`src/source/dac_pkg.sv`:
```
package dac_pkg;

  ////////////////////
  // Device constants
  ////////////////////

  localparam int                 NUM_CHANNELS     = 8;          // DAC channels
  localparam logic [4:0]         SPI_FRAME_BITS   = 5'd24;      // Bits per register write
  localparam logic [3:0]         N_CS_HIGH_CYCLES = 4'd4;       // n_cs high time before a frame
  localparam logic signed [15:0] ABS_CAL_MAX      = 16'sd4096;  // Calibration magnitude limit
  localparam logic [15:0]        DAC_MIDSCALE     = 16'd32767;  // Offset code for zero
  localparam logic [15:0]        DAC_INVALID      = 16'hFFFF;   // Never sent to the device
  localparam logic [3:0]         SPI_OP_REG_WRITE = 4'b0001;    // Device write opcode

  ////////////////////
  // Command words
  ////////////////////

  typedef enum logic [2:0] {
    CMD_NO_OP   = 3'd0,
    CMD_SET_CAL = 3'd1,
    CMD_DAC_WR  = 3'd2,
    CMD_CANCEL  = 3'd7
  } cmd_op_e;

  typedef struct packed {
    cmd_op_e     op;    // 31:29
    logic        trig;  // Wait on triggers, not on a delay
    logic        cont;  // Another command must follow
    logic        ldac;  // Pulse ldac when the wait ends
    logic        spare;
    logic [24:0] count; // Delay cycles or trigger count, SET_CAL channel and value
  } cmd_word_t;

  typedef struct packed {
    logic [15:0] odd;   // Channel 2p+1
    logic [15:0] even;  // Channel 2p
  } dac_pair_t;

  ////////////////////
  // Pipeline payloads
  ////////////////////

  typedef struct packed {
    logic        valid;
    logic [1:0]  idx;   // Pair index p
    dac_pair_t   pair;
  } pair_req_t;

  typedef struct packed {
    logic               valid;
    logic [2:0]         ch;
    logic signed [15:0] value;
  } cal_wr_t;

  typedef struct packed {
    logic [3:0]  opcode;
    logic        rsvd;
    logic [2:0]  ch;
    logic [15:0] code;
  } spi_frame_t;

  typedef struct packed {
    logic       valid;
    spi_frame_t first;  // Even channel, sent first
    spi_frame_t second;
  } frame_pair_t;

  typedef struct packed {
    logic bad_cmd;
    logic cmd_buf_underflow;
    logic cal_oob;
    logic dac_val_oob;
    logic delay_too_short;
  } dac_err_t;

  typedef enum logic [2:0] {S_IDLE, S_DELAY, S_TRIG_WAIT, S_DAC_WR, S_ERROR} seq_state_e;

endpackage

```
`src/source/dac_cmd_sequencer.sv`:
```
module dac_cmd_sequencer
  import dac_pkg::*;
(
  input  logic      clk,
  input  logic      resetn,
  input  cmd_word_t cmd_buf_word,
  input  logic      cmd_buf_empty,
  input  logic      trigger,
  input  logic      tx_busy,
  input  logic      pair_done,
  input  logic      cal_oob,
  input  logic      dac_val_oob,
  output logic      cmd_buf_rd_en,
  output pair_req_t pair_req,
  output cal_wr_t   cal_wr,
  output logic      waiting_for_trig,
  output logic      ldac,
  output dac_err_t  seq_err
);

  seq_state_e  state;
  seq_state_e  nxt_state;    // State entered by the word at the buffer head
  logic        op_known;
  logic        wait_cmd;     // Head word carries a wait
  logic [24:0] delay_tmr;
  logic [24:0] trig_cnt;
  logic        do_ldac;
  logic        do_trig;
  logic        expect_next;
  logic        pair_rd;      // Pair word due this cycle
  logic [2:0]  pair_cnt;     // Pair words popped in this DAC_WR
  logic        pairs_sent;
  logic        wr_done;
  logic        delay_done;
  logic        trig_done;
  logic        in_wait;
  logic        finish;       // Current command ends this cycle
  logic        fetch;
  logic        cancel_wait;
  logic        cmd_pop;
  logic        pair_pop;
  logic        last_pair;
  logic        err_bad;
  logic        err_uf;
  logic        err_dts;
  logic        err_now;

  ////////////////////
  // Decode
  ////////////////////

  always_comb begin
    op_known = 1'b1;
    wait_cmd = 1'b0;
    case (cmd_buf_word.op)
      CMD_NO_OP: begin
        nxt_state = cmd_buf_word.trig ? S_TRIG_WAIT : S_DELAY;
        wait_cmd  = 1'b1;
      end
      CMD_SET_CAL: nxt_state = S_IDLE;  // Table write only
      CMD_DAC_WR: begin
        nxt_state = S_DAC_WR;
        wait_cmd  = 1'b1;
      end
      CMD_CANCEL: nxt_state = S_IDLE;   // Nothing to cancel outside a wait
      default: begin
        nxt_state = S_ERROR;
        op_known  = 1'b0;
      end
    endcase
  end

  assign in_wait    = (state == S_DELAY) || (state == S_TRIG_WAIT);
  assign delay_done = (delay_tmr <= 25'd1);
  assign trig_done  = (trig_cnt == '0) || (trigger && trig_cnt == 25'd1); // Count of 0 ends at once
  assign wr_done    = pairs_sent && !tx_busy;
  assign last_pair  = (pair_cnt == 3'(NUM_CHANNELS / 2));

  always_comb begin
    case (state)
      S_DELAY:     finish = delay_done;
      S_TRIG_WAIT: finish = trig_done;
      S_DAC_WR:    finish = wr_done && (do_trig ? (trig_cnt == '0) : delay_done);
      default:     finish = 1'b0;
    endcase
  end

  // CANCEL is taken from the head as soon as it shows up in a wait
  assign cancel_wait   = in_wait && !cmd_buf_empty && (cmd_buf_word.op == CMD_CANCEL);
  assign fetch         = (state == S_IDLE) || finish;
  assign cmd_pop       = fetch && !cmd_buf_empty && !cancel_wait;
  assign pair_pop      = pair_rd && !cmd_buf_empty && (state != S_ERROR);
  assign cmd_buf_rd_en = (state != S_ERROR) && (cmd_pop || cancel_wait || pair_pop);

  ////////////////////
  // Error detection
  ////////////////////

  assign err_bad = cmd_pop && !op_known;
  assign err_uf  = (finish && expect_next && cmd_buf_empty)
                   || (pair_rd && cmd_buf_empty && state != S_ERROR); // Missing pair word
  assign err_dts = (state == S_DAC_WR) && !do_trig && delay_done && !wr_done;
  assign err_now = err_bad || err_uf || err_dts || cal_oob || dac_val_oob;

  always_ff @(posedge clk) begin
    if (!resetn) begin
      seq_err <= '0;
    end else begin
      if (err_bad) seq_err.bad_cmd           <= 1'b1;
      if (err_uf)  seq_err.cmd_buf_underflow <= 1'b1;
      if (err_dts) seq_err.delay_too_short   <= 1'b1;
    end
  end

  ////////////////////
  // State machine
  ////////////////////

  always_ff @(posedge clk) begin
    if (!resetn)          state <= S_IDLE;
    else if (err_now)     state <= S_ERROR;   // Held until reset
    else if (cancel_wait) state <= S_IDLE;
    else if (cmd_pop)     state <= nxt_state;
    else if (finish)      state <= S_IDLE;    // Buffer empty and nothing promised
    else if (state == S_DAC_WR && wr_done) begin
      state <= do_trig ? S_TRIG_WAIT : S_DELAY; // Delay timer keeps running
    end
  end

  // Command bits latched at the pop
  always_ff @(posedge clk) begin
    if (!resetn || cancel_wait) begin
      do_ldac     <= 1'b0;
      do_trig     <= 1'b0;
      expect_next <= 1'b0;
    end else if (cmd_pop) begin
      do_ldac     <= wait_cmd && cmd_buf_word.ldac;
      do_trig     <= wait_cmd && cmd_buf_word.trig;
      expect_next <= wait_cmd && cmd_buf_word.cont;
    end
  end

  // Delay timer, runs from the pop
  always_ff @(posedge clk) begin
    if (!resetn || cancel_wait)                          delay_tmr <= '0;
    else if (cmd_pop && wait_cmd && !cmd_buf_word.trig)  delay_tmr <= cmd_buf_word.count;
    else if (delay_tmr != '0)                            delay_tmr <= delay_tmr - 25'd1;
  end

  // Trigger counter, counts only in TRIG_WAIT
  always_ff @(posedge clk) begin
    if (!resetn || cancel_wait) begin
      trig_cnt <= '0;
    end else if (cmd_pop && wait_cmd && cmd_buf_word.trig) begin
      trig_cnt <= cmd_buf_word.count;
    end else if (state == S_TRIG_WAIT && trigger && trig_cnt != '0) begin
      trig_cnt <= trig_cnt - 25'd1;
    end
  end

  ////////////////////
  // Pair requests
  ////////////////////

  always_ff @(posedge clk) begin
    if (!resetn || state == S_ERROR) begin
      pair_rd    <= 1'b0;
      pair_cnt   <= '0;
      pairs_sent <= 1'b0;
    end else begin
      // Pair 0 right after the DAC_WR word, the rest after each pair_done
      pair_rd <= (cmd_pop && cmd_buf_word.op == CMD_DAC_WR)
                 || (state == S_DAC_WR && pair_done && !last_pair);
      if (cmd_pop && cmd_buf_word.op == CMD_DAC_WR) begin
        pair_cnt   <= '0;
        pairs_sent <= 1'b0;
      end else begin
        if (pair_pop) pair_cnt <= pair_cnt + 3'd1;
        if (state == S_DAC_WR && pair_done && last_pair) pairs_sent <= 1'b1;
      end
    end
  end

  always_comb begin
    pair_req.valid = pair_pop;
    pair_req.idx   = pair_cnt[1:0];
    pair_req.pair  = dac_pair_t'(cmd_buf_word);
    cal_wr.valid   = cmd_pop && (cmd_buf_word.op == CMD_SET_CAL);
    cal_wr.ch      = cmd_buf_word.count[18:16];
    cal_wr.value   = cmd_buf_word.count[15:0];
  end

  ////////////////////
  // Outputs
  ////////////////////

  assign waiting_for_trig = (state == S_TRIG_WAIT);

  // One cycle after the wait ends, never on a cancel
  always_ff @(posedge clk) begin
    if (!resetn) ldac <= 1'b0;
    else         ldac <= finish && do_ldac && !cancel_wait && !err_now;
  end

endmodule

```
`src/source/dac_cal_stage.sv`:
```
module dac_cal_stage
  import dac_pkg::*;
(
  input  logic        clk,
  input  logic        resetn,
  input  pair_req_t   pair_req,
  input  cal_wr_t     cal_wr,
  output frame_pair_t frame_pair,
  output logic        cal_oob,
  output logic        dac_val_oob
);

  logic signed [15:0] cal_tbl [NUM_CHANNELS];  // Per channel offset
  logic signed [17:0] mid_s;                   // Midscale, also the signed range limit
  logic               cal_in_range;
  logic               pair_invalid;
  logic               s1_valid;
  logic [1:0]         s1_idx;
  logic signed [17:0] s1_sum_even;
  logic signed [17:0] s1_sum_odd;
  logic               s1_oob;
  logic               fp_valid;
  spi_frame_t         fp_first;
  spi_frame_t         fp_second;

  // 0..65534 maps to -32767..32767
  function automatic logic signed [17:0] offset_to_signed(input logic [15:0] code);
    return $signed({2'b00, code}) - $signed({2'b00, DAC_MIDSCALE});
  endfunction

  function automatic logic signed [17:0] widen_cal(input logic signed [15:0] cal);
    return $signed({{2{cal[15]}}, cal});
  endfunction

  function automatic spi_frame_t build_frame(input logic [2:0] ch,
                                             input logic signed [17:0] sum);
    logic signed [17:0] code;
    code = sum + $signed({2'b00, DAC_MIDSCALE}); // Back to offset form
    build_frame.opcode = SPI_OP_REG_WRITE;
    build_frame.rsvd   = 1'b0;
    build_frame.ch     = ch;
    build_frame.code   = code[15:0];
  endfunction

  assign mid_s        = $signed({2'b00, DAC_MIDSCALE});
  assign cal_in_range = (cal_wr.value <= ABS_CAL_MAX) && (cal_wr.value >= -ABS_CAL_MAX);
  assign pair_invalid = (pair_req.pair.even == DAC_INVALID)
                        || (pair_req.pair.odd == DAC_INVALID);
  assign s1_oob       = (s1_sum_even > mid_s) || (s1_sum_even < -mid_s)
                        || (s1_sum_odd > mid_s) || (s1_sum_odd < -mid_s);

  ////////////////////
  // Calibration table
  ////////////////////

  always_ff @(posedge clk) begin
    if (!resetn) begin
      for (int i = 0; i < NUM_CHANNELS; i++) cal_tbl[i] <= '0;
    end else if (cal_wr.valid && cal_in_range) begin
      cal_tbl[cal_wr.ch] <= cal_wr.value;
    end
  end

  always_ff @(posedge clk) begin
    if (!resetn)                            cal_oob <= 1'b0;
    else if (cal_wr.valid && !cal_in_range) cal_oob <= 1'b1;  // Value dropped
  end

  // Sticky, raised by either stage
  always_ff @(posedge clk) begin
    if (!resetn)                                  dac_val_oob <= 1'b0;
    else if (pair_req.valid && pair_invalid)      dac_val_oob <= 1'b1;
    else if (s1_valid && s1_oob)                  dac_val_oob <= 1'b1;
  end

  ////////////////////
  // Stage 1
  ////////////////////

  always_ff @(posedge clk) begin
    if (!resetn) s1_valid <= 1'b0;
    else         s1_valid <= pair_req.valid && !pair_invalid && !cal_oob && !dac_val_oob;
  end

  always_ff @(posedge clk) begin
    if (pair_req.valid) begin
      s1_idx      <= pair_req.idx;
      s1_sum_even <= offset_to_signed(pair_req.pair.even)
                     + widen_cal(cal_tbl[{pair_req.idx, 1'b0}]);
      s1_sum_odd  <= offset_to_signed(pair_req.pair.odd)
                     + widen_cal(cal_tbl[{pair_req.idx, 1'b1}]);
    end
  end

  ////////////////////
  // Stage 2
  ////////////////////

  always_ff @(posedge clk) begin
    if (!resetn) fp_valid <= 1'b0;
    else         fp_valid <= s1_valid && !s1_oob && !dac_val_oob;
  end

  always_ff @(posedge clk) begin
    if (s1_valid) begin
      fp_first  <= build_frame({s1_idx, 1'b0}, s1_sum_even);
      fp_second <= build_frame({s1_idx, 1'b1}, s1_sum_odd);
    end
  end

  assign frame_pair = '{valid: fp_valid, first: fp_first, second: fp_second};

endmodule

```
`src/source/dac_spi_tx.sv`:
```
module dac_spi_tx
  import dac_pkg::*;
(
  input  logic        clk,
  input  logic        resetn,
  input  frame_pair_t frame_pair,
  output logic        tx_busy,
  output logic        pair_done,
  output logic        n_cs,
  output logic        mosi
);

  logic [2*$bits(spi_frame_t)-1:0] shreg;  // Both frames, first one on top
  logic [3:0] cs_tmr;        // n_cs high cycles left
  logic [4:0] bit_cnt;       // Bits left in the current frame
  logic       second_frame;
  logic       start;
  logic       cs_expire;
  logic       last_bit;

  assign start     = frame_pair.valid && !tx_busy;  // One pair at a time
  assign cs_expire = (cs_tmr == 4'd1);
  assign last_bit  = !n_cs && (bit_cnt == 5'd1);

  ////////////////////
  // Frame sequencing
  ////////////////////

  always_ff @(posedge clk) begin
    if (!resetn) begin
      tx_busy      <= 1'b0;
      pair_done    <= 1'b0;
      n_cs         <= 1'b1;
      cs_tmr       <= '0;
      bit_cnt      <= '0;
      second_frame <= 1'b0;
    end else begin
      pair_done <= 1'b0;
      if (start) begin
        tx_busy      <= 1'b1;
        cs_tmr       <= N_CS_HIGH_CYCLES;
        second_frame <= 1'b0;
      end else if (cs_tmr != '0) begin
        cs_tmr <= cs_tmr - 4'd1;
        if (cs_expire) begin
          n_cs    <= 1'b0;            // Frame starts next cycle
          bit_cnt <= SPI_FRAME_BITS;
        end
      end else if (!n_cs) begin
        bit_cnt <= bit_cnt - 5'd1;
        if (last_bit) begin
          n_cs <= 1'b1;
          if (second_frame) begin
            tx_busy   <= 1'b0;
            pair_done <= 1'b1;
          end else begin
            second_frame <= 1'b1;
            cs_tmr       <= N_CS_HIGH_CYCLES;  // Spacing before frame two
          end
        end
      end
    end
  end

  ////////////////////
  // Shift register
  ////////////////////

  // One shift per low cycle, 24 shifts bring frame two to the top
  always_ff @(posedge clk) begin
    if (start)      shreg <= {frame_pair.first, frame_pair.second};
    else if (!n_cs) shreg <= shreg << 1;
  end

  assign mosi = !n_cs && shreg[$high(shreg)];  // Low while idle

endmodule

```
`src/source/dac_ctrl_top.sv`:
```
module dac_ctrl_top
  import dac_pkg::*;
(
  input  logic      clk,
  input  logic      resetn,
  input  cmd_word_t cmd_buf_word,
  input  logic      cmd_buf_empty,
  input  logic      trigger,
  output logic      cmd_buf_rd_en,
  output logic      waiting_for_trig,
  output logic      ldac,
  output logic      n_cs,
  output logic      mosi,
  output dac_err_t  err
);

  pair_req_t   pair_req;    // Sequencer to calibration
  cal_wr_t     cal_wr;
  frame_pair_t frame_pair;  // Calibration to SPI
  logic        tx_busy;
  logic        pair_done;
  logic        cal_oob;
  logic        dac_val_oob;
  dac_err_t    seq_err;

  dac_cmd_sequencer sequencer0 (
    .clk              (clk),
    .resetn           (resetn),
    .cmd_buf_word     (cmd_buf_word),
    .cmd_buf_empty    (cmd_buf_empty),
    .trigger          (trigger),
    .tx_busy          (tx_busy),
    .pair_done        (pair_done),
    .cal_oob          (cal_oob),
    .dac_val_oob      (dac_val_oob),
    .cmd_buf_rd_en    (cmd_buf_rd_en),
    .pair_req         (pair_req),
    .cal_wr           (cal_wr),
    .waiting_for_trig (waiting_for_trig),
    .ldac             (ldac),
    .seq_err          (seq_err)
  );

  dac_cal_stage cal_stage0 (
    .clk         (clk),
    .resetn      (resetn),
    .pair_req    (pair_req),
    .cal_wr      (cal_wr),
    .frame_pair  (frame_pair),
    .cal_oob     (cal_oob),
    .dac_val_oob (dac_val_oob)
  );

  dac_spi_tx spi_tx0 (
    .clk        (clk),
    .resetn     (resetn),
    .frame_pair (frame_pair),
    .tx_busy    (tx_busy),
    .pair_done  (pair_done),
    .n_cs       (n_cs),
    .mosi       (mosi)
  );

  // Calibration flags come from the calibration stage only
  always_comb begin
    err             = seq_err;
    err.cal_oob     = cal_oob;
    err.dac_val_oob = dac_val_oob;
  end

endmodule

```
`config.mk`:
```
export PLATFORM = sky130hd
export DESIGN_NAME = dac_ctrl_top
export DESIGN_NICKNAME = d
export VERILOG_FILES = /design/src/source/dac_pkg.sv /design/src/source/dac_cmd_sequencer.sv /design/src/source/dac_cal_stage.sv /design/src/source/dac_spi_tx.sv /design/src/source/dac_ctrl_top.sv
export SDC_FILE = /design/constraint.sdc
export NUM_CORES = 1
export LEC_CHECK = 0
export ABC_CLOCK_PERIOD_IN_PS = 4600
export BUFFER_PORTS_ARGS = -buffer_cell sky130_fd_sc_hd__buf_2
export CAP_MARGIN = 5
export CORE_MARGIN = 4
export CORE_UTILIZATION = 35
export CTS_CLUSTER_DIAMETER = 60
export DETAILED_ROUTE_END_ITERATION = 8
export PLACE_DENSITY = 0.61
export RECOVER_POWER = 50
export SYNTH_ARGS = -nofsm -noshare
export SYNTH_HDL_FRONTEND = slang
export SYNTH_SLANG_ARGS = --single-unit
```
`constraint.sdc`:
```
create_clock -name clk -period 4.6 [get_ports clk]
set_clock_uncertainty 0.2 [all_clocks]
set_input_delay 0.23 -clock clk [delete_from_list [all_inputs] [get_ports clk]]
set_output_delay 0.23 -clock clk [all_outputs]
set_load 0.005 [all_outputs]
```
# Word-level counts from Yosys, hierarchy flattened
# Memories as Yosys holds them, arrays and structs flattened. A register that Yosys moved wholly into a read port is not among the register bits.
# Cells that the tools add are included.
# W data, S select, Z words.
[totals]
elab_cells = 237
mem_count = 1
mem_bits_rw = 128
inputBits = 36
reg_bits = 202
output_inout_bits = 10
[classes]
n_mux = 49
addsub = 11
eq_ne = 21
n_reduce_logical = 110
magnitude_cmp = 7
n_bitwise = 5
[mem_list]
columns = ["memory", "depth", "word_bits", "rd", "rd_ports_with_merged_regs", "wr", "line", "source"]
rows = [
  ["cal_stage0.cal_tbl", 8, 16, 2, 2, 8, "dac_cal_stage.sv:13", "logic signed [15:0] cal_tbl [NUM_CHANNELS];"],
]
[op_table]
columns = ["op", "count"]
rows = [
  ["$mux W25", 4],
  ["$reduce_bool A25 Y1", 2],
  ["$sub A25 B1 Y25 const B", 2],
  ["$logic_and A1 B1 Y1", 48],
  ["$mux W48", 1],
  ["$mux W43", 1],
  ["$add A17 B16 Y18", 2],
  ["$gt A18 B16 Y1 const B", 2],
  ["$lt A18 B16 Y1 const B", 2],
  ["$sub A16 B15 Y17 const B", 2],
  ["$mux W3", 11],
  ["$add A16 B16 Y16 const B", 2],
  ["$eq A16 B16 Y1 const B", 2],
  ["$eq A25 B1 Y1 const B", 1],
  ["$le A25 B1 Y1 const B", 1],
  ["$logic_not A25 Y1", 1],
  ["$mux W1", 20],
  ["$logic_or A1 B1 Y1", 17],
  ["$ge A16 B13 Y1 const B", 1],
  ["$le A16 B14 Y1 const B", 1],
  ["$logic_not A1 Y1", 16],
  ["$mux W16", 1],
  ["$mux W4", 4],
  ["$reduce_or A16 Y1", 1],
  ["other kinds (28)", 58],
]

# Logic depth before layout (Yosys ltp)
# Gate-level depths: netlist of run 1.
[depth]
word_depth = 14
mapped_depth = 13
mapped_depth_nobuf = 12

# Hierarchy
# From an unflattened synthesis of run 1, not the netlist that was laid out.
[unflattened]
cells_unflattened = 1679
hier_area_um2 = 17563.1
[modules_own_cells]
columns = ["module", "n_inst", "cells_per_inst", "area_each_um2", "seq_area_each_um2"]
rows = [
  ["dac_cal_stage", 1, 866, 10617.7, 6085.8],
  ["dac_cmd_sequencer", 1, 533, 4234.1, 1301.2],
  ["dac_spi_tx", 1, 278, 2696.3, 1701.6],
  ["dac_ctrl_top", 1, 2, 15.0, 0.0],
]

# Worst setup path after synthesis of run 1
# OpenSTA, ideal clock, no wires.
[synth_path]
path_kind = "reg2reg"
startpoint = "reg sequencer0.delay_tmr[2]"
endpoint = "mem cal_stage0.cal_tbl[2][0] (enable)"
t_arrival_ps = 3879
required_time_ps = 3986
path_buffers = 2
setup_slack_ps = 107
path_stages_with_launch = 9
setup_time_ps = 414
period_less_slack_ps = 4493
cell_sequence = "dfxtp_1 or4_4 or4_4 a2111oi_4 a221oi_2 or4_1 clkbuf_1 buf_6 o31ai_1"
[synth_rtl]
columns = ["item", "line", "source"]
rows = [
  ["start: declaration", "dac_cmd_sequencer.sv:25", "logic [24:0] delay_tmr;"],
  ["start signal: assignment", "dac_cmd_sequencer.sv:146", "else if (cmd_pop && wait_cmd && !cmd_buf_word.trig) delay_tmr <= cmd_buf_word.count;"],
  ["start signal: assignment", "dac_cmd_sequencer.sv:147", "else if (delay_tmr != '0) delay_tmr <= delay_tmr - 25'd1;"],
  ["end: declaration", "dac_cal_stage.sv:13", ""],
]

==> results.sh, run 1 <==
export IMPL_groute_usage_overall_pct=16.2
export IMPL_nFillCells=4598
export IMPL_clkSinkCount=332
export IMPL_clk_path_buf_depth=3
export IMPL_synth_warnings=0
export IMPL_synthArstFlopShare_pct=0
export IMPL_maxSlewViolCount=170
export IMPL_synth_edf_count=248
export IMPL_place_ws_ns=0.561
export IMPL_layout_min_cycle_time_ns=4.22
export IMPL_min_path_type="in2reg"
export IMPL_hpwl_um=30700
export IMPL_finalHoldViolCount=0
export IMPL_end_kind="flop"
export IMPL_drtPass1Iterations=5
export IMPL_vdd_ir_drop_worst_v=0.000221
export IMPL_path_class="reg2reg"
export IMPL_critPathMaxFanout=16
export IMPL_syn_area_mm2=0.0172
export IMPL_port_buffers=45
export IMPL_core_area_mm2=0.0487
export IMPL_wl_per_cell_um=18.6
export IMPL_violations="capacitance limit, slew limit"
export IMPL_routed_wl_um=43200
export IMPL_required_ns=4.64
export IMPL_fin_cells=2323
export IMPL_setup_viol=0
export IMPL_die_w_um=230
export IMPL_powerDensity_mw_per_mm2=427
export IMPL_area_growth_pct=14.9
export IMPL_ys_types=67
export IMPL_cts_root_buf="clkbuf_16"
export IMPL_grt_pass1_vias=12200
export IMPL_syn_inst=1559
export IMPL_num_rows=81
export IMPL_drt_initial_drc_count=1115
export IMPL_clk_pin_slew_worst_paths_ns=0.06
export IMPL_viasPerCell=5.36
export IMPL_max_freq_mhz=237
export IMPL_grt_pass1_wl_um=68800
export IMPL_num_io_pins=46
export IMPL_fin_hold_ws_ns=0.0307
export IMPL_tightest_slew_ns=1.95
export IMPL_dp_cells=2220
export IMPL_cts_tree="yes"
export IMPL_grt_ovfl_total=0
export IMPL_final_nets=1718
export IMPL_syn_avg_cell_area_um2=11.0
export IMPL_synth_seq_cells=332
export IMPL_drc=0
export IMPL_slowest_delay_ns=0.90
export IMPL_drive_gt1_share_pct=13.0
export IMPL_fin_tns_setup_ns=0
export IMPL_antenna_found_initial=1
export IMPL_synthFlopType="edfxtp_1"
export IMPL_synth_fp_nets=1648
export IMPL_power_leakage_nw=7.04
export IMPL_crit_arrival_ns=4.26
export IMPL_cp_slowest_cell="or4_2"
export IMPL_place_gp_congestion=0.840
export IMPL_relSlewSlack_pct=-30.2
export IMPL_n_antenna_cell=0
export IMPL_clock_latency_ns=0.56
export IMPL_grt_setup_unrepaired="no"
export IMPL_grt_max_degree=50
export IMPL_die_area_mm2=0.0528
export IMPL_cts_buffers=40
export IMPL_max_cap_viol_count=4
export IMPL_hold_depth=4
export IMPL_layout_setup_ws_ns=0.379
export IMPL_finalCritPeriodShare_pct=91.8
export IMPL_ys_seq_area_share_pct=53.0
export IMPL_initial_utilization_pct=35.3
export IMPL_ant_nets=0
export IMPL_worstRegToRegCells=7
export IMPL_start_kind="flop"
export IMPL_status="finished with violations"
export IMPL_path_cells="or4_1, or4_4, a2111oi_4, a221oi_1, or4_2, o31ai_2, buf_4"
export IMPL_die_h_um=230
export IMPL_cts_max_level=2
export IMPL_via_count=12500
-- kinds of logic (layout without fill, tap and decap cells) --
| group | Yosys count | after routing | synth area share [%] |
|---|---|---|---|
| muxes | 46 | 46 | 5.00 |
| and+or+nand+nor | 648 | 648 | 19.9 |
| buffers and inverters | 134 | 234 | 3.12 |
| DFF | 332 | 332 | 53.0 |
| adders and majority gates | 53 | 53 | 3.94 |
| AOI/OAI and AO/OA | 223 | 223 | 8.85 |
| xor gates and xnor gates | 123 | 123 | 6.25 |
-- cell usage in the layout, fill, tap and decap left out, drive strengths merged, types with 4 or more instances in the layout --
cell type	instances
a211oi	19
a21boi	5
a21o	5
a21oi	31
a31oi	10
and2	50
and3	19
buf	74
clkbuf	67
clkinv	16
dfxtp	84
dlygate4sd3	30
edfxtp	248
ha	51
inv	45
mux2i	14
mux4	32
nand2	183
nand2b	22
nand3	37
nand3b	6
nand4	12
nor2	68
nor2b	8
nor3	114
nor3b	4
nor4	66
o211ai	29
o21a	12
o21ai	54
o21bai	5
o31a	8
o31ai	14
o41ai	10
or2	10
or3	23
or4	14
xnor2	86
xor2	37
-- sequential cells by signal, summed over array words and instances, names as in the netlist, 2 cells and up, named ones only --
signal / flops
cal_stage0.cal_tbl: 128
cal_stage0.s1_sum_odd: 18
cal_stage0.s1_idx: 2
sequencer0.pair_cnt: 3
sequencer0.trig_cnt: 25
sequencer0.delay_tmr: 25
sequencer0.state: 3
cal_stage0.frame_pair: 34
cal_stage0.s1_sum_even: 18
sequencer0.seq_err: 3
spi_tx0.shreg: 48
spi_tx0.bit_cnt: 5
spi_tx0.cs_tmr: 4
-- path summary, 6_finish.rpt --
check	from	endpoint	slack (ns)
worst min register to register	cal_stage0.s1_idx[1]	cal_stage0.frame_pair[42]	0.23
worst max-delay path	sequencer0.delay_tmr[2]	cal_stage0.cal_tbl[2][10]	0.38
worst max register to register	sequencer0.delay_tmr[2]	cal_stage0.cal_tbl[2][10]	0.38
worst min-delay path	cmd_buf_word[31]	sequencer0.state[1]	0.03
-- power by group --
group	internal (mW)	switching [mW]
sequential	3.55	0.169
combinational	0.665	0.997
clock	1.83	1.23
-- per-stage QoR --
| step | power [mW] | utilization [%] | area (µm²) |
|---|---|---|---|
| global route | 8.87 | 40.6 | 19800 |
| CTS | 8.54 | 40.7 | 19900 |
| finish | 8.45 | 40.6 | 19800 |
| detailed placement | 5.44 | 37.5 | 18300 |
| global placement | 5.39 | 37.5 | 18300 |
| floorplan | 4.98 | - | 17200 |
-- per-layer routing --
layer,part of all wire [%],up-vias,track usage (%)
li1,-,5954,-
met1,44,6061,21.8
met2,47,363,26.6
met3,6.0,80,2.68
met4,3.0,0,5.78
met5,0,-,0
-- synthesized netlist by cell type, types with 40 or more instances --
cell	number	area share (%)
nor4_1	66	2.4
edfxtp_1	248	43
nand2_1	183	4.0
and2_1	50	1.8
o21ai_0	53	1.5
ha_1	51	3.7
clkbuf_1	74	1.6
dfxtp_1	84	9.8
nor2_1	68	1.5
inv_1	40	0.87
xnor2_1	86	4.4
nor3_1	93	2.7
-- critical path, delay by kind of cell, from the launching register on --
kind	cells	cell delay, ns
AND/OR/NAND/NOR	3	2.02
flip-flops	1	0.34
AO/OA/AOI/OAI	3	1.04
buffers and inverters	1	0.29
-- timing repair --
| action | 4_1_cts | 5_1_grt |
|---|---|---|
| hold endpoints to repair | 73 | 0 |
| setup buffers | 0 | 0 |
| hold buffers | 30 | 0 |
| resized for setup | 0 | 0 |
-- area by class of cell --
class	count	area, µm²	area share (%)
clock buffers	54	1130	5.69
clock inverters	18	154	0.778
well taps	664	831	4.20
repair buffers	117	805	4.07
inverters	45	169	0.854
multi-input cells	1093	7570	38.3
flip-flops and latches	332	9130	46.1
Power figures use the tool's default switching activity.
==> run 2, diff against run 1 <==
ABC_CLOCK_PERIOD_IN_PS = 3490   (was 4600)
clock period = 3.49 ns   (was 4.6 ns; I/O delays follow)
==> run 2 against run 1 <==
Compared with the run above:
- the flow still finishes with violations (capacitance limit, slew limit)
- sequential share of layout area decreased by 2.1 points
- clock power up 38%
- largest power group unchanged
- sequential cell count stayed put
==> results.sh, run 2 (synthesis gave the netlist of run 1 again) <==
export IMPL_status="finished with violations"
export IMPL_violations="capacitance limit, slew limit"
export IMPL_start_kind="flop"
export IMPL_finalHoldViolCount=0
export IMPL_n_antenna_cell=0
export IMPL_grt_setup_unrepaired="yes"
export IMPL_setup_viol=0
export IMPL_grt_ovfl_total=0
export IMPL_critical_path_buf_inv_count=3
export IMPL_required_ns=3.12
export IMPL_path_cells="or4_4, or4_4, a2111oi_4, buf_4, a221o_1, buf_6, nand2b_1, a31oi_1, buf_2"
export IMPL_finalCritPeriodShare_pct=99.9
export IMPL_ant_nets=0
export IMPL_fin_cells=2402
export IMPL_max_cap_viol_count=3
export IMPL_die_w_um=230
export IMPL_core_area_mm2=0.0487
export IMPL_powerDensity_mw_per_mm2=561
export IMPL_relSlewSlack_pct=-25.3
export IMPL_maxSlewViolCount=110
export IMPL_groute_usage_overall_pct=16.4
export IMPL_vdd_ir_drop_worst_v=0.000294
export IMPL_clkSinkCount=332
export IMPL_drive_gt1_share_pct=17.3
export IMPL_cts_root_buf="clkbuf_16"
export IMPL_min_path_type="in2reg"
export IMPL_grt_pass1_wl_um=69600
export IMPL_crit_arrival_ns=3.11
export IMPL_place_gp_congestion=0.881
export IMPL_cts_max_level=2
export IMPL_port_buffers=45
export IMPL_power_leakage_nw=7.50
export IMPL_viasPerCell=5.31
export IMPL_cp_slowest_cell="or4_4"
export IMPL_antenna_found_initial=1
export IMPL_drc=0
export IMPL_grt_pass1_vias=12400
export IMPL_clk_path_buf_depth=3
export IMPL_wl_per_cell_um=18.5
export IMPL_via_count=12800
export IMPL_initial_utilization_pct=35.3
export IMPL_drtPass1Iterations=6
export IMPL_slowest_delay_ns=0.53
export IMPL_dp_cells=2293
export IMPL_clk_pin_slew_worst_paths_ns=0.06
export IMPL_die_h_um=230
export IMPL_routed_wl_um=44400
export IMPL_cts_tree="yes"
export IMPL_die_area_mm2=0.0528
export IMPL_final_common_cell="edfxtp_1"
export IMPL_drt_initial_drc_count=1087
export IMPL_max_freq_mhz=287
export IMPL_num_io_pins=46
export IMPL_regMostFlops="cal_stage0.cal_tbl"
export IMPL_hpwl_um=32000
export IMPL_path_class="reg2out"
export IMPL_largest_reg_flops=128
export IMPL_cts_buffers=40
export IMPL_cpMostUsedCell="or4_4"
export IMPL_power_mw=11.6
export IMPL_area_growth_pct=20.3
export IMPL_layout_common_cells="248 x edfxtp_1, 182 x nand2_1, 92 x nor3_1"
export IMPL_critPathMaxFanout=12
export IMPL_cpLargestDelayFamily="simple AND/OR/NAND/NOR gates"
export IMPL_clock_latency_ns=0.54
export IMPL_layout_min_cycle_time_ns=3.49
export IMPL_num_rows=81
export IMPL_end_kind="output pin"
export IMPL_final_nets=1797
export IMPL_grt_max_degree=49
export IMPL_tightest_slew_ns=1.88
run 2: cell types whose count changed in the layout (fill, tap and decap cells not counted), moves of 5 or more:
cell      before  now
buf_4         33   90
buf_12         0    7
clkbuf_1      20   27
clkinv_2       9    2
buf_6          0    5
run 2: layout make-up:
type	count	area [µm²]
Fill cell	4540	28000
Sequential cell	332	9130
Multi-Input combinational cell	1093	7710
Timing Repair Buffer	196	1540
Clock buffer	58	1140
Tap cell	664	831
Clock inverter	14	208
Inverter	45	169
run 2: final timing paths:
path / startpoint / to / slack (ns) / cells past startpoint
hold reg to reg: cal_stage0.s1_idx[1] / cal_stage0.frame_pair[42] / 0.23 / 0
setup reg to reg: sequencer0.delay_tmr[2] / cal_stage0.cal_tbl[6][7] / 0.05 / 10
hold / removal: trigger / sequencer0.trig_cnt[7] / 0.04 / 5
setup / recovery: sequencer0.delay_tmr[2] / cmd_buf_rd_en / 0.003 / 9
run 2: worst register-to-register path: cells and delay by family (launching register included):
family / cells / cell delay, ns
buf+inv: 4 / 0.69
simple gates: 4 / 1.58
compound gates: 2 / 0.36
flops: 1 / 0.32
run 2: per-stage QoR:
stage          instance area (µm²)  setup slack (ns)  TNS [ns]  util, %  hold slack (ns)
2_1_floorplan                17300            -0.207    -12.87        -            0.114
3_3_place_gp                 18900           -0.0276    -0.971     38.9            0.217
3_5_place_dp                 18900           -0.0817     -4.53     38.9            0.215
4_1_cts                      20700            0.0113         0     42.4          0.00369
5_1_grt                      20700           -0.0706    -0.748     42.5           0.0533
6_report                     20700           0.00285         0     42.5           0.0405
run 2: timing repair:
item,4_1_cts,5_1_grt
pin swaps,0,2
gates resized for setup,5,24
hold buffers,33,1
setup endpoints to repair,100,48
gates cloned,0,2
setup buffers,1,0
endpoints found under the hold margin,105,1
run 2: layer usage:
layer	share of wire, %	up-vias	wire length (µm)	track usage (%)
li1	-	6108	-	-
met1	44	6228	19600	22.2
met2	48	343	21300	27.4
met3	5.2	77	2320	2.49
met4	2.7	0	1220	4.88
met5	0	-	0	0
run 2: report_power, final:
part / switching (mW) / internal (mW) / total, mW
clock: 1.58 / 2.64 / 4.22
sequential: 0.215 / 4.68 / 4.90
combinational: 1.41 / 1.10 / 2.51
total: 3.21 / 8.42 / 11.6
==> run 3, diff against run 2 <==
BUFFER_PORTS_ARGS = not set   (was -buffer_cell sky130_fd_sc_hd__buf_2)
CAP_MARGIN = not set   (was 5)
DONT_BUFFER_PORTS = 1   (was not set)
PLACE_DENSITY = 0.6   (was 0.61)
==> run 3 against run 2 <==
Compared with the run above:
- sequential cell count unchanged
- final area down 0.37%
- the run still ends with capacitance limit, slew limit left
- sequential power about the same
- final cell count down 1.7%
- power down 1.8%
- register-to-register slack barely moved
- critical endpoint is now cal_stage0.cal_tbl[2][8]
- non-clock buffer count decreased by 40
- first-iteration DRC count is 2.7% higher
- critical path depth is 1 lower
- worst hold slack worse by 0.012 ns
- routed wire length up 6.2%
- via count decreased by 0.70%
- critical path type is now reg2reg
==> results.sh, run 3 (synthesis gave the netlist of run 1 again) <==
export IMPL_status="finished with violations"
export IMPL_violations="capacitance limit, slew limit"
export IMPL_cts_root_buf="clkbuf_16"
export IMPL_clock_latency_ns=0.55
export IMPL_tightest_slew_ns=1.64
export IMPL_min_path_type="in2reg"
export IMPL_regMostFlops="cal_stage0.cal_tbl"
export IMPL_antenna_found_initial=4
export IMPL_wl_met3_um=3170
export IMPL_top_layer="met5"
export IMPL_drive_gt1_share_pct=15.2
export IMPL_fin_tns_setup_ns=0
export IMPL_hpwl_um=31400
export IMPL_clkSinkCount=332
export IMPL_die_h_um=230
export IMPL_crit_start="sequencer0.delay_tmr[2]"
export IMPL_num_io_pins=46
export IMPL_setup_viol=0
export IMPL_layout_setup_ws_ns=0.0517
export IMPL_maxSlewViolCount=35
export IMPL_finalCritPeriodShare_pct=98.5
export IMPL_place_ws_ns=-0.0337
export IMPL_layout_common_cells="248 x edfxtp_1, 181 x nand2_1, 90 x nor3_1"
export IMPL_cts_max_level=2
export IMPL_area_growth_pct=19.9
export IMPL_final_common_cell="edfxtp_1"
export IMPL_worstReg2RegStart="sequencer0.delay_tmr[2]"
export IMPL_crit_arrival_ns=3.50
export IMPL_die_w_um=230
export IMPL_n_antenna_cell=0
export IMPL_port_buffers=0
export IMPL_largest_reg_flops=128
export IMPL_worstRegToRegCells=8
export IMPL_required_ns=3.55
export IMPL_r2r_slack_ns=0.05
export IMPL_power_leakage_nw=7.34
export IMPL_wl_per_cell_um=20.0
export IMPL_grt_ovfl_total=0
export IMPL_vdd_ir_drop_worst_v=0.000348
export IMPL_grt_setup_unrepaired="yes"
export IMPL_drtPass1Iterations=5
export IMPL_critPathMaxFanout=8
export IMPL_nFillCells=4576
export IMPL_start_kind="flop"
export IMPL_core_area_mm2=0.0487
export IMPL_wl_met1_um=20000
export IMPL_timing_rr_end="cal_stage0.cal_tbl[2][8]"
export IMPL_finalHoldViolCount=0
export IMPL_crit_path_end="cal_stage0.cal_tbl[2][8]"
export IMPL_multiInputGateArea_mm2=0.00779
export IMPL_groute_usage_overall_pct=17.6
export IMPL_clk_path_buf_depth=3
export IMPL_max_freq_mhz=291
export IMPL_die_area_mm2=0.0528
export IMPL_cts_buffers=39
export IMPL_grt_max_degree=45
export IMPL_powerDensity_mw_per_mm2=553
export IMPL_num_rows=81
export IMPL_via_count=12700
export IMPL_regArea_mm2=0.00913
export IMPL_viasPerCell=5.37
export IMPL_relSlewSlack_pct=-9.27
export IMPL_initial_utilization_pct=35.3
export IMPL_clk_pin_slew_worst_paths_ns=0.06
export IMPL_wl_met2_um=21800
export IMPL_drt_initial_drc_count=1116
export IMPL_cts_tree="yes"
export IMPL_grt_pass1_vias=12400
export IMPL_place_gp_congestion=0.881
export IMPL_max_cap_viol_count=1
export IMPL_routed_wl_um=47200
export IMPL_grt_pass1_wl_um=73000
export IMPL_ant_nets=0
export IMPL_end_kind="flop"
export IMPL_drc=0
export IMPL_final_nets=1756
export IMPL_layout_min_cycle_time_ns=3.44
export IMPL_path_class="reg2reg"
[run 3: cell types whose count changed in the layout (fill, tap and decap cells not counted), moves of 3 or more]
cell / delta
buf_12: +3
buf_2: -40
buf_4: -20
buf_6: +3
clkbuf_1: -11
dlygate4sd3_1: +21
nor4_1: -8
nor4_2: +8
[run 3: metal layers]
layer  track usage [%]  up-vias
met1              23.2     6074
met3              3.68      114
met2              28.2      436
met5                 0        -
met4              7.79        6
li1                  -     6037
[run 3: where the power goes]
group / switching [mW] / leakage [nW] / internal, mW / total (mW)
Sequential: 0.224 / 3.10 / 4.68 / 4.91
Combinational: 1.37 / 3.62 / 1.06 / 2.43
Clock: 1.62 / 0.621 / 2.48 / 4.09
Total: 3.20 / 7.34 / 8.22 / 11.4
[run 3: area by class of cell]
class	instances	area share (%)
Sequential cell	332	44.2
Multi-Input combinational cell	1093	37.7
Timing Repair Buffer	156	7.01
Clock buffer	50	5.20
Tap cell	664	4.02
Clock inverter	20	1.02
Inverter	45	0.818
[run 3: worst min-delay path by stage]
stage / from / to / slack [ns] / cells past startpoint
6_report: cmd_buf_word[26] / cal_stage0.s1_sum_odd[12] / 0.03 / 4
5_1_grt: cmd_buf_word[18] / cal_stage0.cal_tbl[4][11] / 0.03 / 4
4_1_cts: cmd_buf_word[4] / cal_stage0.s1_sum_even[4] / 0.003 / 5
3_5_place_dp: resetn / spi_tx0.n_cs / 0.05 / 1
3_3_place_gp: resetn / spi_tx0.n_cs / 0.04 / 1
2_1_floorplan: cmd_buf_word[13] / sequencer0.delay_tmr[13] / 0.11 / 2
[run 3: worst max-delay path, cell delays in order, from the launching register on]
cell and delay (ns):
dfxtp_2 0.32, or4_4 0.52, or4_4 0.45, a2111oi_4 0.33, a221oi_4 0.16, or4_4 0.59, buf_12 0.17, o31ai_4 0.21
buf_6 0.19
[run 3: repair_timing]
item	CTS	global route
hold buffers	57	0
pin swaps	0	3
endpoints found under the hold margin	395	0
setup buffers	0	6
setup endpoints to repair	89	233
resized for setup	2	39
cloned	0	1
[run 3: through the flow]
stage          area, µm²  util [%]  hold slack, ns  total power, mW  instances
6_report           20700      42.4          0.0285             11.4       2360
5_1_grt            20700      42.4          0.0340             12.0       2360
4_1_cts            20500      42.0         0.00325             11.5       2353
3_5_place_dp       18600      38.1          0.0498             7.27       2226
3_3_place_gp       18600      38.1          0.0446             7.21       2226
2_1_floorplan      17300         -           0.114             6.58       1559
